==> config.mk <==
export PLATFORM = sky130hd
export DESIGN_NAME = readCache
export DESIGN_NICKNAME = d
export VERILOG_FILES = /design/src/hw/cachePkg.sv /design/src/hw/readCache.sv /design/src/hw/cacheController.sv /design/src/hw/wayHitSelect.sv /design/src/hw/cacheLRU.sv /design/src/hw/cacheWay.sv
export SDC_FILE = /design/constraint.sdc
export NUM_CORES = 2
export LEC_CHECK = 0
export BUFFER_PORTS_ARGS = -buffer_cell sky130_fd_sc_hd__buf_4
export CORE_MARGIN = 5
export CORE_UTILIZATION = 57
export DETAILED_ROUTE_END_ITERATION = 8
export PLACE_DENSITY = 0.76
export SYNTH_ARGS = -nofsm -noshare
export SYNTH_HDL_FRONTEND = slang
export SYNTH_HIERARCHICAL = 1
export SYNTH_SLANG_ARGS = --single-unit
==> constraint.sdc <==
create_clock -name clk -period 5.9 [get_ports clk]
set_input_delay 0.295 -clock clk [delete_from_list [all_inputs] [get_ports clk]]
set_output_delay 0.295 -clock clk [all_outputs]
set_load 0.1 [all_outputs]
==> src/hw/cachePkg.sv <==
/*
  Geometry and typed widths for the four-way read cache.
  A word address splits into a tag over the high bits and a set index over the low bits.
  Lines hold one word, so there is no offset field.
  setBits plus tagBits must equal addrBits.
*/
`default_nettype none

package cachePkg;

  ////////////////////////////////////////////////////////////////////////////
  // Cache geometry
  ////////////////////////////////////////////////////////////////////////////

  localparam int cacheWays = 4;
  localparam int setBits   = 4;
  localparam int cacheSets = 1 << setBits;
  localparam int tagBits   = 12;
  localparam int addrBits  = 16;
  localparam int dataBits  = 32;
  localparam int wayBits   = 2;

  // Widths that carry a meaning in the design
  typedef logic [addrBits-1:0]  cacheAddrT;
  typedef logic [setBits-1:0]   cacheSetT;
  typedef logic [tagBits-1:0]   cacheTagT;
  typedef logic [dataBits-1:0]  cacheDataT;
  typedef logic [cacheWays-1:0] wayMaskT;
  typedef logic [wayBits-1:0]   wayIndexT;
  typedef logic [cacheWays-2:0] lruBitsT;

endpackage

`default_nettype wire
==> src/hw/readCache.sv <==
/*
  Four-way set-associative read cache with one-word lines.
  Requests are served one at a time, and a miss fetches a single word from memory.
  memRespValid has no ready and is accepted only while a fill is pending.
*/
`timescale 1ns/1ps
`default_nettype none

module readCache (
  input  logic                clk,
  input  logic                reset,
  input  logic                reqValid,
  output logic                reqReady,
  input  cachePkg::cacheAddrT reqAddr,
  input  logic                reqInvalidate,
  output logic                respValid,
  input  logic                respReady,
  output cachePkg::cacheDataT respData,
  output logic                memReqValid,
  input  logic                memReqReady,
  output cachePkg::cacheAddrT memReqAddr,
  input  logic                memRespValid,
  input  cachePkg::cacheDataT memRespData
);
  import cachePkg::*;

  cacheSetT  lookupSet;
  cacheTagT  fillTag;
  cacheDataT fillData;
  wayMaskT   wayWriteEn;
  logic      invalidateAll;
  logic      lruUpdate;
  wayMaskT   accessWay;
  wayMaskT   wayHit;
  wayMaskT   wayValid;
  cacheDataT wayData [cacheWays];
  wayMaskT   hitWay;
  logic      anyHit;
  cacheDataT hitData;
  wayMaskT   victimWay;

  cacheController controller_i (
    .clk, .reset,
    .reqValid, .reqReady, .reqAddr, .reqInvalidate,
    .respValid, .respReady, .respData,
    .memReqValid, .memReqReady, .memReqAddr,
    .memRespValid, .memRespData,
    .anyHit, .hitWay, .hitData, .victimWay,
    .lookupSet, .fillTag, .fillData, .wayWriteEn,
    .invalidateAll, .lruUpdate, .accessWay
  );

  // The registered request tag doubles as the lookup tag
  for (genvar w = 0; w < cacheWays; w++) begin : gWay
    cacheWay way_i (
      .clk, .reset, .lookupSet,
      .lookupTag(fillTag),
      .writeEn(wayWriteEn[w]),
      .fillTag, .fillData, .invalidateAll,
      .hit(wayHit[w]),
      .valid(wayValid[w]),
      .readData(wayData[w])
    );
  end

  wayHitSelect hitSelect_i (.wayHit, .wayData, .hitWay, .anyHit, .hitData);

  cacheLRU lru_i (
    .clk, .reset, .lookupSet,
    .validWay(wayValid),
    .accessWay, .lruUpdate, .invalidateAll, .victimWay
  );

endmodule

`default_nettype wire

==> src/hw/cacheController.sv <==
/*
  Request FSM for the read cache with one request in flight at a time.
  The accepted address is registered so set and tag stay stable through a miss.
  The response word is latched and holds until respReady.
  An invalidate request produces no response.
*/
`timescale 1ns/1ps
`default_nettype none

module cacheController (
  input  logic                clk,
  input  logic                reset,
  input  logic                reqValid,
  output logic                reqReady,
  input  cachePkg::cacheAddrT reqAddr,
  input  logic                reqInvalidate,
  output logic                respValid,
  input  logic                respReady,
  output cachePkg::cacheDataT respData,
  output logic                memReqValid,
  input  logic                memReqReady,
  output cachePkg::cacheAddrT memReqAddr,
  input  logic                memRespValid,
  input  cachePkg::cacheDataT memRespData,
  input  logic                anyHit,
  input  cachePkg::wayMaskT   hitWay,
  input  cachePkg::cacheDataT hitData,
  input  cachePkg::wayMaskT   victimWay,
  output cachePkg::cacheSetT  lookupSet,
  output cachePkg::cacheTagT  fillTag,
  output cachePkg::cacheDataT fillData,
  output cachePkg::wayMaskT   wayWriteEn,
  output logic                invalidateAll,
  output logic                lruUpdate,
  output cachePkg::wayMaskT   accessWay
);
  import cachePkg::*;

  typedef enum logic [2:0] {
    stateIdle,
    stateLookup,
    stateInvalidate,
    stateMemReq,
    stateFillWait,
    stateRespond
  } cacheStateT;

  cacheStateT state;
  cacheStateT nextState;
  cacheAddrT  addrReg;
  cacheDataT  respReg;
  logic       reqFire;
  logic       lookupHit;
  logic       fillNow;

  assign reqReady  = (state == stateIdle);
  assign reqFire   = reqValid && reqReady;
  assign lookupHit = (state == stateLookup) && anyHit;
  assign fillNow   = (state == stateFillWait) && memRespValid;

  ////////////////////////////////////////////////////////////////////////////
  // State machine
  ////////////////////////////////////////////////////////////////////////////

  always_comb begin
    nextState = state;
    case (state)
      stateIdle:       if (reqFire) nextState = reqInvalidate ? stateInvalidate : stateLookup;
      stateLookup:     nextState = anyHit ? stateRespond : stateMemReq;
      stateInvalidate: nextState = stateIdle;
      stateMemReq:     if (memReqReady) nextState = stateFillWait;
      stateFillWait:   if (memRespValid) nextState = stateRespond;
      stateRespond:    if (respReady) nextState = stateIdle;
      default:         nextState = stateIdle;
    endcase
  end

  always_ff @(posedge clk) begin
    if (reset) begin
      state <= stateIdle;
    end else begin
      state <= nextState;
    end
  end

  // Address and response word registers
  always_ff @(posedge clk) begin
    if (reqFire) begin
      addrReg <= reqAddr;
    end
    if (lookupHit) begin
      respReg <= hitData;
    end else if (fillNow) begin
      respReg <= memRespData;
    end
  end

  ////////////////////////////////////////////////////////////////////////////
  // Array and port drive
  ////////////////////////////////////////////////////////////////////////////

  // In idle the arrays read at the incoming address so the hit is known next cycle
  assign lookupSet = (state == stateIdle) ? reqAddr[setBits-1:0] : addrReg[setBits-1:0];
  assign fillTag   = addrReg[addrBits-1 -: tagBits];
  assign fillData  = memRespData;

  // The fill goes to the victim way and refreshes its tree path
  assign wayWriteEn    = fillNow ? victimWay : '0;
  assign invalidateAll = (state == stateInvalidate);
  assign lruUpdate     = lookupHit || fillNow;
  assign accessWay     = (state == stateLookup) ? hitWay : victimWay;

  assign respValid   = (state == stateRespond);
  assign respData    = respReg;
  assign memReqValid = (state == stateMemReq);
  assign memReqAddr  = addrReg;

endmodule

`default_nettype wire

==> src/hw/wayHitSelect.sv <==
/*
  Gathers the per-way hit flags and picks the data of the hitting way.
  Tags in a set are unique, so at most one way hits and an OR of masked words suffices.
  Purely combinational.
*/
`timescale 1ns/1ps
`default_nettype none

module wayHitSelect (
  input  cachePkg::wayMaskT   wayHit,
  input  cachePkg::cacheDataT wayData [cachePkg::cacheWays],
  output cachePkg::wayMaskT   hitWay,
  output logic                anyHit,
  output cachePkg::cacheDataT hitData
);
  import cachePkg::*;

  assign hitWay = wayHit;
  assign anyHit = |wayHit;

  // Each word is masked by its own hit bit before the OR
  always_comb begin
    hitData = '0;
    for (int w = 0; w < cacheWays; w++) begin
      hitData = hitData | (wayData[w] & {dataBits{wayHit[w]}});
    end
  end

endmodule

`default_nettype wire

==> src/hw/cacheLRU.sv <==
/*
  Tree pseudo-LRU for a four-way cache with one set of tree bits per set.
  Tree bits are read one cycle after lookupSet and updates land at the edge.
  An update and a lookup of the same set in one cycle is not forwarded.
  The victim prefers the lowest invalid way over the tree.
*/
`timescale 1ns/1ps
`default_nettype none

module cacheLRU (
  input  logic              clk,
  input  logic              reset,
  input  cachePkg::cacheSetT lookupSet,
  input  cachePkg::wayMaskT validWay,
  input  cachePkg::wayMaskT accessWay,
  input  logic              lruUpdate,
  input  logic              invalidateAll,
  output cachePkg::wayMaskT victimWay
);
  import cachePkg::*;

  // Node 2 is the root and nodes 0 and 1 pick within the low and high pair
  localparam int rootNode = cacheWays - 2;

  lruBitsT  lruMem [cacheSets];
  lruBitsT  currLru;
  lruBitsT  nextLru;
  lruBitsT  wayExpanded;
  lruBitsT  updateEn;
  wayIndexT accessEnc;
  wayIndexT pointedWay;
  wayIndexT firstInvalid;
  wayIndexT victimEnc;
  logic     allValid;

  ////////////////////////////////////////////////////////////////////////////
  // Update path
  ////////////////////////////////////////////////////////////////////////////

  // Encode the one-hot accessWay, which carries a single bit
  always_comb begin
    accessEnc = '0;
    for (int w = 0; w < cacheWays; w++) begin
      if (accessWay[w]) begin
        accessEnc = accessEnc | wayIndexT'(w);
      end
    end
  end

  // The root sees the pair bit and each leaf node sees the low way bit
  assign wayExpanded = {accessEnc[1], {2{accessEnc[0]}}};

  // Only the nodes on the path to the accessed way change
  assign updateEn = {1'b1, accessEnc[1], ~accessEnc[1]};

  // Each node on the path is pointed away from the way just used
  assign nextLru = (updateEn & ~wayExpanded) | (~updateEn & currLru);

  ////////////////////////////////////////////////////////////////////////////
  // Victim selection
  ////////////////////////////////////////////////////////////////////////////

  // Root picks the pair, then that pair's node picks the way
  assign pointedWay = {currLru[rootNode], currLru[currLru[rootNode]]};

  // Scan downward so the lowest invalid way wins
  always_comb begin
    firstInvalid = '0;
    for (int w = cacheWays - 1; w >= 0; w--) begin
      if (!validWay[w]) begin
        firstInvalid = wayIndexT'(w);
      end
    end
  end

  assign allValid  = &validWay;
  assign victimEnc = allValid ? pointedWay : firstInvalid;
  assign victimWay = wayMaskT'(1) << victimEnc;

  ////////////////////////////////////////////////////////////////////////////
  // Tree bit storage
  ////////////////////////////////////////////////////////////////////////////

  always_ff @(posedge clk) begin
    if (reset || invalidateAll) begin
      for (int s = 0; s < cacheSets; s++) begin
        lruMem[s] <= '0;
      end
    end else if (lruUpdate) begin
      lruMem[lookupSet] <= nextLru;
    end
  end

  // Registered read of the addressed set
  always_ff @(posedge clk) begin
    currLru <= lruMem[lookupSet];
  end

endmodule

`default_nettype wire

==> src/hw/cacheWay.sv <==
/*
  One way of the cache with tag, valid and data arrays.
  Reads are synchronous, so hit and readData are valid one cycle after lookupSet.
  lookupTag is compared against the tag read out, so it must be held for that cycle.
  Writes land at lookupSet on the clock edge.
*/
`timescale 1ns/1ps
`default_nettype none

module cacheWay (
  input  logic                clk,
  input  logic                reset,
  input  cachePkg::cacheSetT  lookupSet,
  input  cachePkg::cacheTagT  lookupTag,
  input  logic                writeEn,
  input  cachePkg::cacheTagT  fillTag,
  input  cachePkg::cacheDataT fillData,
  input  logic                invalidateAll,
  output logic                hit,
  output logic                valid,
  output cachePkg::cacheDataT readData
);
  import cachePkg::*;

  cacheTagT          tagMem  [cacheSets];
  cacheDataT         dataMem [cacheSets];
  logic [cacheSets-1:0] validBits;
  cacheTagT          readTag;

  // Tag and data arrays take the fill word at the looked-up set
  always_ff @(posedge clk) begin
    if (writeEn) begin
      tagMem[lookupSet]  <= fillTag;
      dataMem[lookupSet] <= fillData;
    end
    readTag  <= tagMem[lookupSet];
    readData <= dataMem[lookupSet];
    valid    <= validBits[lookupSet];
  end

  // A fill marks its set valid, and reset or invalidate clears every set
  always_ff @(posedge clk) begin
    if (reset || invalidateAll) begin
      validBits <= '0;
    end else if (writeEn) begin
      validBits[lookupSet] <= 1'b1;
    end
  end

  // Tag compare on the registered read
  assign hit = valid && (readTag == lookupTag);

endmodule

`default_nettype wire

# After elaboration in Yosys (flattened, before gate mapping)
# Memory sizes are Yosys's and may differ from the RTL's. A register that Yosys moved wholly into a read port is not among the register bits.
# Index checks and enable logic that the tools add are counted.
[word_totals] word_cells=118 register_bits=119 n_memories=9 mem_bits_rw=2864
[mem_list] name="gWay[0].way_i.dataMem" depth=16 width=32 read_ports=1 rd_clocked_by_memory_dff=1 wr=1 line="cacheWay.sv:26" rtl="cacheDataT dataMem [cacheSets];"
[mem_list] name="gWay[1].way_i.dataMem" depth=16 width=32 read_ports=1 rd_clocked_by_memory_dff=1 wr=1 line="cacheWay.sv:26"
[mem_list] name="gWay[2].way_i.dataMem" depth=16 width=32 read_ports=1 rd_clocked_by_memory_dff=1 wr=1 line="cacheWay.sv:26"
[mem_list] name="gWay[3].way_i.dataMem" depth=16 width=32 read_ports=1 rd_clocked_by_memory_dff=1 wr=1 line="cacheWay.sv:26"
[mem_list] name="gWay[0].way_i.tagMem" depth=16 width=12 read_ports=1 rd_clocked_by_memory_dff=1 wr=1 line="cacheWay.sv:25" rtl="cacheTagT tagMem [cacheSets];"
[mem_list] name="gWay[1].way_i.tagMem" depth=16 width=12 read_ports=1 rd_clocked_by_memory_dff=1 wr=1 line="cacheWay.sv:25"
[mem_list] name="+3 memories"
[op_classes] shift=1 n_mux=48 bitwise_logic=17 n_eq_ne=13 order_cmp=3 reduce_logical=16
[ops] op="32-bit AND" n=4
[ops] op="32-bit bitwise OR" n=3
[ops] op="32-bit two-way mux" n=2
[ops] op="16-bit bitwise OR" n=4
[ops] op="12-bit == test" n=4
[ops] op="1-bit two-way mux" n=22
[ops] op="3-bit two-way mux" n=6
[ops] op="1-bit binary-select mux with 4-bit select" n=4
[ops] op="2-bit two-way mux" n=8
[ops] op="4-bit two-way mux" n=4
[ops] op="3-bit one-hot mux with 5 select lines" n=1
[ops] op="1-bit logical AND" n=8
[ops] op="4-bit AND reduction" n=2
[ops] op="3-bit AND" n=2
[ops] op="3-bit by 2-bit == test with 1-bit output (second input constant)" n=2
[ops] op="3-bit == test (second input constant)" n=2
[ops] op="3-bit inverter" n=2
[ops] op="4-bit by 5-bit < comparator with 1-bit output (second input constant)" n=1
[ops] op="1-bit demux with 4-bit select" n=1
[ops] op="4-bit by 1-bit >= comparator with 1-bit output (second input constant)" n=1
[ops] op="2-bit by 1-bit inequality test with 1-bit output (second input constant)" n=2
[ops] op="2-bit inequality test (second input constant)" n=2
[ops] op="4-bit OR reduction" n=1
[ops] op="1-bit by 2-bit left shift with 4-bit output (first input constant)" n=1
[ops] op="8 further kinds" n=9

# Depth between registers and ports, before layout
[logic_depth] depth_word=15 mapped_depth=12

# Hierarchy
# The synthesis kept the hierarchy.
[by_module_without_submodules] mod="cacheWay" area_each_um2=27996.9 n_inst=4 seq_area_each_um2=22361.4 cells_each=1204
[by_module_without_submodules] mod="cacheController" area_each_um2=2708.8 n_inst=1 seq_area_each_um2=1501.4 cells_each=180
[by_module_without_submodules] mod="cacheLRU" area_each_um2=2514.9 n_inst=1 seq_area_each_um2=1501.4 cells_each=188
[by_module_without_submodules] mod="wayHitSelect" area_each_um2=724.4 n_inst=1 seq_area_each_um2=0.0 cells_each=117

# Worst setup path before layout
# OpenSTA, ideal clock, no wires.
[synth_timing] kind="reg2reg" from="reg controller_i.state[0]" to="mem gWay[0].way_i/dataMem[0][0] in the netlist's numbering, enable pin" setup_time_ns=0.503 setup_slack_ns=-0.848 arrival_ns=6.245 stages_incl_launch_ff=9 period_less_slack_ns=6.748 n_path_buf=4 path_cell_list="dfxtp_1 -> buf_2 -> nor3_2 -> mux2_2 -> buf_2 -> buf_6 -> buf_6 -> or3b_4 -> nor3_1"
[synth_via] word_cells_on_any_way=7 cone_classes="eq/ne (1); mux (4); reduce/logical (2)"
[synth_lines] element="from (decl)" line="cacheController.sv:48" rtl="cacheStateT state;"
[synth_lines] element="from (signal assigned)" line="cacheController.sv:80" rtl="state <= stateIdle;"
[synth_lines] element="from (signal assigned)" line="cacheController.sv:82" rtl="state <= nextState;"
[synth_lines] element="3-bit zero test"
[synth_lines] element="named net reqReady" line="readCache.sv:13" rtl="output logic reqReady,"
[synth_lines] element="4-bit two-way mux" line="cacheController.sv:103" rtl="assign lookupSet = (state == stateIdle) ? reqAddr[setBits-1:0] : addrReg[setBits-1:0];"
[synth_lines] element="named net lookupSet[0]" line="readCache.sv:27" rtl="cacheSetT lookupSet;"
[synth_lines] element="to (decl)" line="cacheWay.sv:26"
# The timed path passes the listed nets, and every way through them passes these cells.

==> metrics.txt <==
CP max stage delay=approximately 1.2 ns; crit start category=flop; number of I/O pins=around 110; CP Capture Type=flop; Core Footprint=0.206 sq mm; CP max FO=37; CTS Root Cell=clkbuf_16; worst-margin pin slew=1.33 ns; Setup WS pre-CTS=roughly 1.3 ns; Initial DRC Count=approximately 7900; DRC=0; hold_sp=reqAddr[0]; max-cap violations=0; nets=around 5600; drt pass-1 iters=8; initial antenna violation count=21; Final Skew=~0.077 ns; RSZ-0062 raised after global routing=no; later-pin clock latency in the skew report=roughly 0.96 ns; post-route setup slack=roughly 1.2 ns; global-route wire length before repair=between 400 and 500 mm; share of post-route cells with drive strength above 1=0.266; Mapped Nets=approximately 5400; Critical R2R Capture=lru_i/lruMem[11][1]; count of final setup violators=0; CP Class=flop to flop; R2R cell count=9; pwr dens=roughly 450 mW/mm^2; Min-Delay Path Depth=2; crit path DAT=around 5.3 ns; setup_tns=0 ns; final cell utilization of the core=0.642; Clock H-tree levels=5; Crit-path slowest cell=edfxtp_1; Final Hold Fails=0; Via Count=between 50000 and 60000; Reg2Reg Setup Slack=1.18 ns; largest net degree at the start of global routing=between 100 and 150; global route overflow=0; outcome=complete, no violations; Total Routing Usage GR=0.266; CTS sink cnt=around 3200; Mapped Cells=between 5000 and 6000; row count=approximately 170; WHS Endpoint=controller_i/memReqAddr[0]; Peak VDD IR=around 0.45 mV; Mapped Area=0.118 sq mm; clock slew at reported path FFs=0.06 ns; final wirelength=about 290 mm; routed length per instance=between 30 and 40 um; fmax=212 MHz; max-slew violations=0; Setup Buffers After CTS=0; area delta synth->final=12.5%; post-route minimum period=between 4 and 5 ns; die area=about 0.22 sq mm; CTS max path bufs=4; Period Utilization, post-route=0.800; vias in the first global route=about 59000; Rel. slew slack=0.108; Port Buffers=105; Placed Instances=7926; Ys Warns=6; Initial Util=0.571; Crit path required time=between 6 and 7 ns; CTS tree=done; dpl hpwl=around 150 mm; Final Non-Filler Cells=~8500; drt via density=6.73; CP Cell Sequence=xnor2_1 > nand4_1 > nor4_2 > buf_4 > or4_4 > and2_4 > or2_2 > nand4_4 > o21ai_0; Mapped Avg Cell Area=around 22 sq um; # fillers=12700; worst hold-check path type=input port to flop; GPL Wtd Cong=about 0.86; Routed Antenna Nets=0; FF-to-FF Start=controller_i/memReqAddr[12]; leak pwr=~42 nW; DIE HEIGHT=465 um; Die W=between 400 and 500 um; CTS Buf Count=about 310
==> where the power goes <==
group	leakage [nW]	internal [W]	switching, W
Clock	4.75	0.0111	0.00806
Sequential	28.3	0.0257	0.00113
Combinational	9.14	0.00595	0.00818
==> how the worst max path moves through the flow <==
stage,from,to,cells after the start
floorplan,controller_i/state[0],gWay[2].way_i/dataMem[12][0],8
global placement,controller_i/memReqAddr[9],lru_i/lruMem[12][0],9
detailed placement,controller_i/memReqAddr[12],lru_i/lruMem[8][1],9
CTS,controller_i/memReqAddr[12],lru_i/lruMem[8][2],9
global route,controller_i/memReqAddr[12],lru_i/lruMem[9][0],9
finish,controller_i/memReqAddr[12],lru_i/lruMem[11][1],9
==> worst max-delay path, delay by kind of cell (launching register included) <==
family	cells	cell delay, ns
AOI/OAI and AO/OA	1	0.49
DFF	1	1.16
and+or+nand+nor	6	2.00
xor gates and xnor gates	1	0.22
buffers and inverters	1	0.45
==> state kept, by name, summed over array words and instances (netlist names) <==
register	flops
controller_i/state	3
gWay.way_i/readTag	48
gWay.way_i/valid	4
controller_i/respData	32
controller_i/memReqAddr	16
lru_i/lruMem	48
lru_i/currLru	3
gWay.way_i/validBits	64
gWay.way_i/tagMem	768
gWay.way_i/dataMem	2048
gWay.way_i/readData	128
==> per-layer routing <==
metal | track usage | up-vias | wire (um)
met5 | 0 | - | 13
met4 | 0.101 | 2 | 11500
met3 | 0.0608 | 606 | 34500
met2 | 0.426 | 3896 | 141000
met1 | 0.363 | 30100 | 100000
li1 | - | 22800 | -
==> layout by cell type, fill, tap and decap left out, types with 10 or more instances in the layout <==
cell and instances:
edfxtp_1 2912, buf_4 229, clkbuf_8 21, nor2_1 29, dlygate4sd3_1 55, nand3_1 17
clkbuf_16 316, mux4_2 728, nand2b_1 12, nor3_1 35, o21a_1 64, mux2_4 31
nand2_1 234, bufinv_16 22, a22oi_1 427, clkbuf_1 87, clkinv_2 47, nor2_4 53
dfxtp_1 250, nor3_4 16, clkinv_1 37, xnor2_1 48, nand3b_1 10, buf_12 33
o21ai_0 17
==> layout make-up <==
type / instances / area (sq um) / share of cell area
Clock inverter: 120 / 1160 / 0.00875
Tap cell: 2704 / 3380 / 0.0255
Clock buffer: 424 / 8520 / 0.0643
Sequential cell: 3162 / 92400 / 0.697
Timing Repair Buffer: 317 / 2930 / 0.0221
Antenna cell: 8 / 20.0 / 0.000151
Inverter: 3 / 11.3 / 0.0000849
Multi-Input combinational cell: 1795 / 24100 / 0.182
==> per-stage QoR <==
stage | hold slack, ns | instance area [sq um] | power, W
floorplan | 0.363 | 118000 | 0.0369
global placement | 0.441 | 122000 | 0.0409
detailed placement | 0.448 | 122000 | 0.0411
CTS | 0.0488 | 133000 | 0.0602
global route | 0.0832 | 133000 | 0.0622
finish | 0.113 | 133000 | 0.0601
==> what timing repair did <==
action                                  CTS  global route
hold buffers                             55             0
gates resized for setup                   0             0
endpoints found under the hold margin  1955             0
Power figures use the tool's default switching activity.
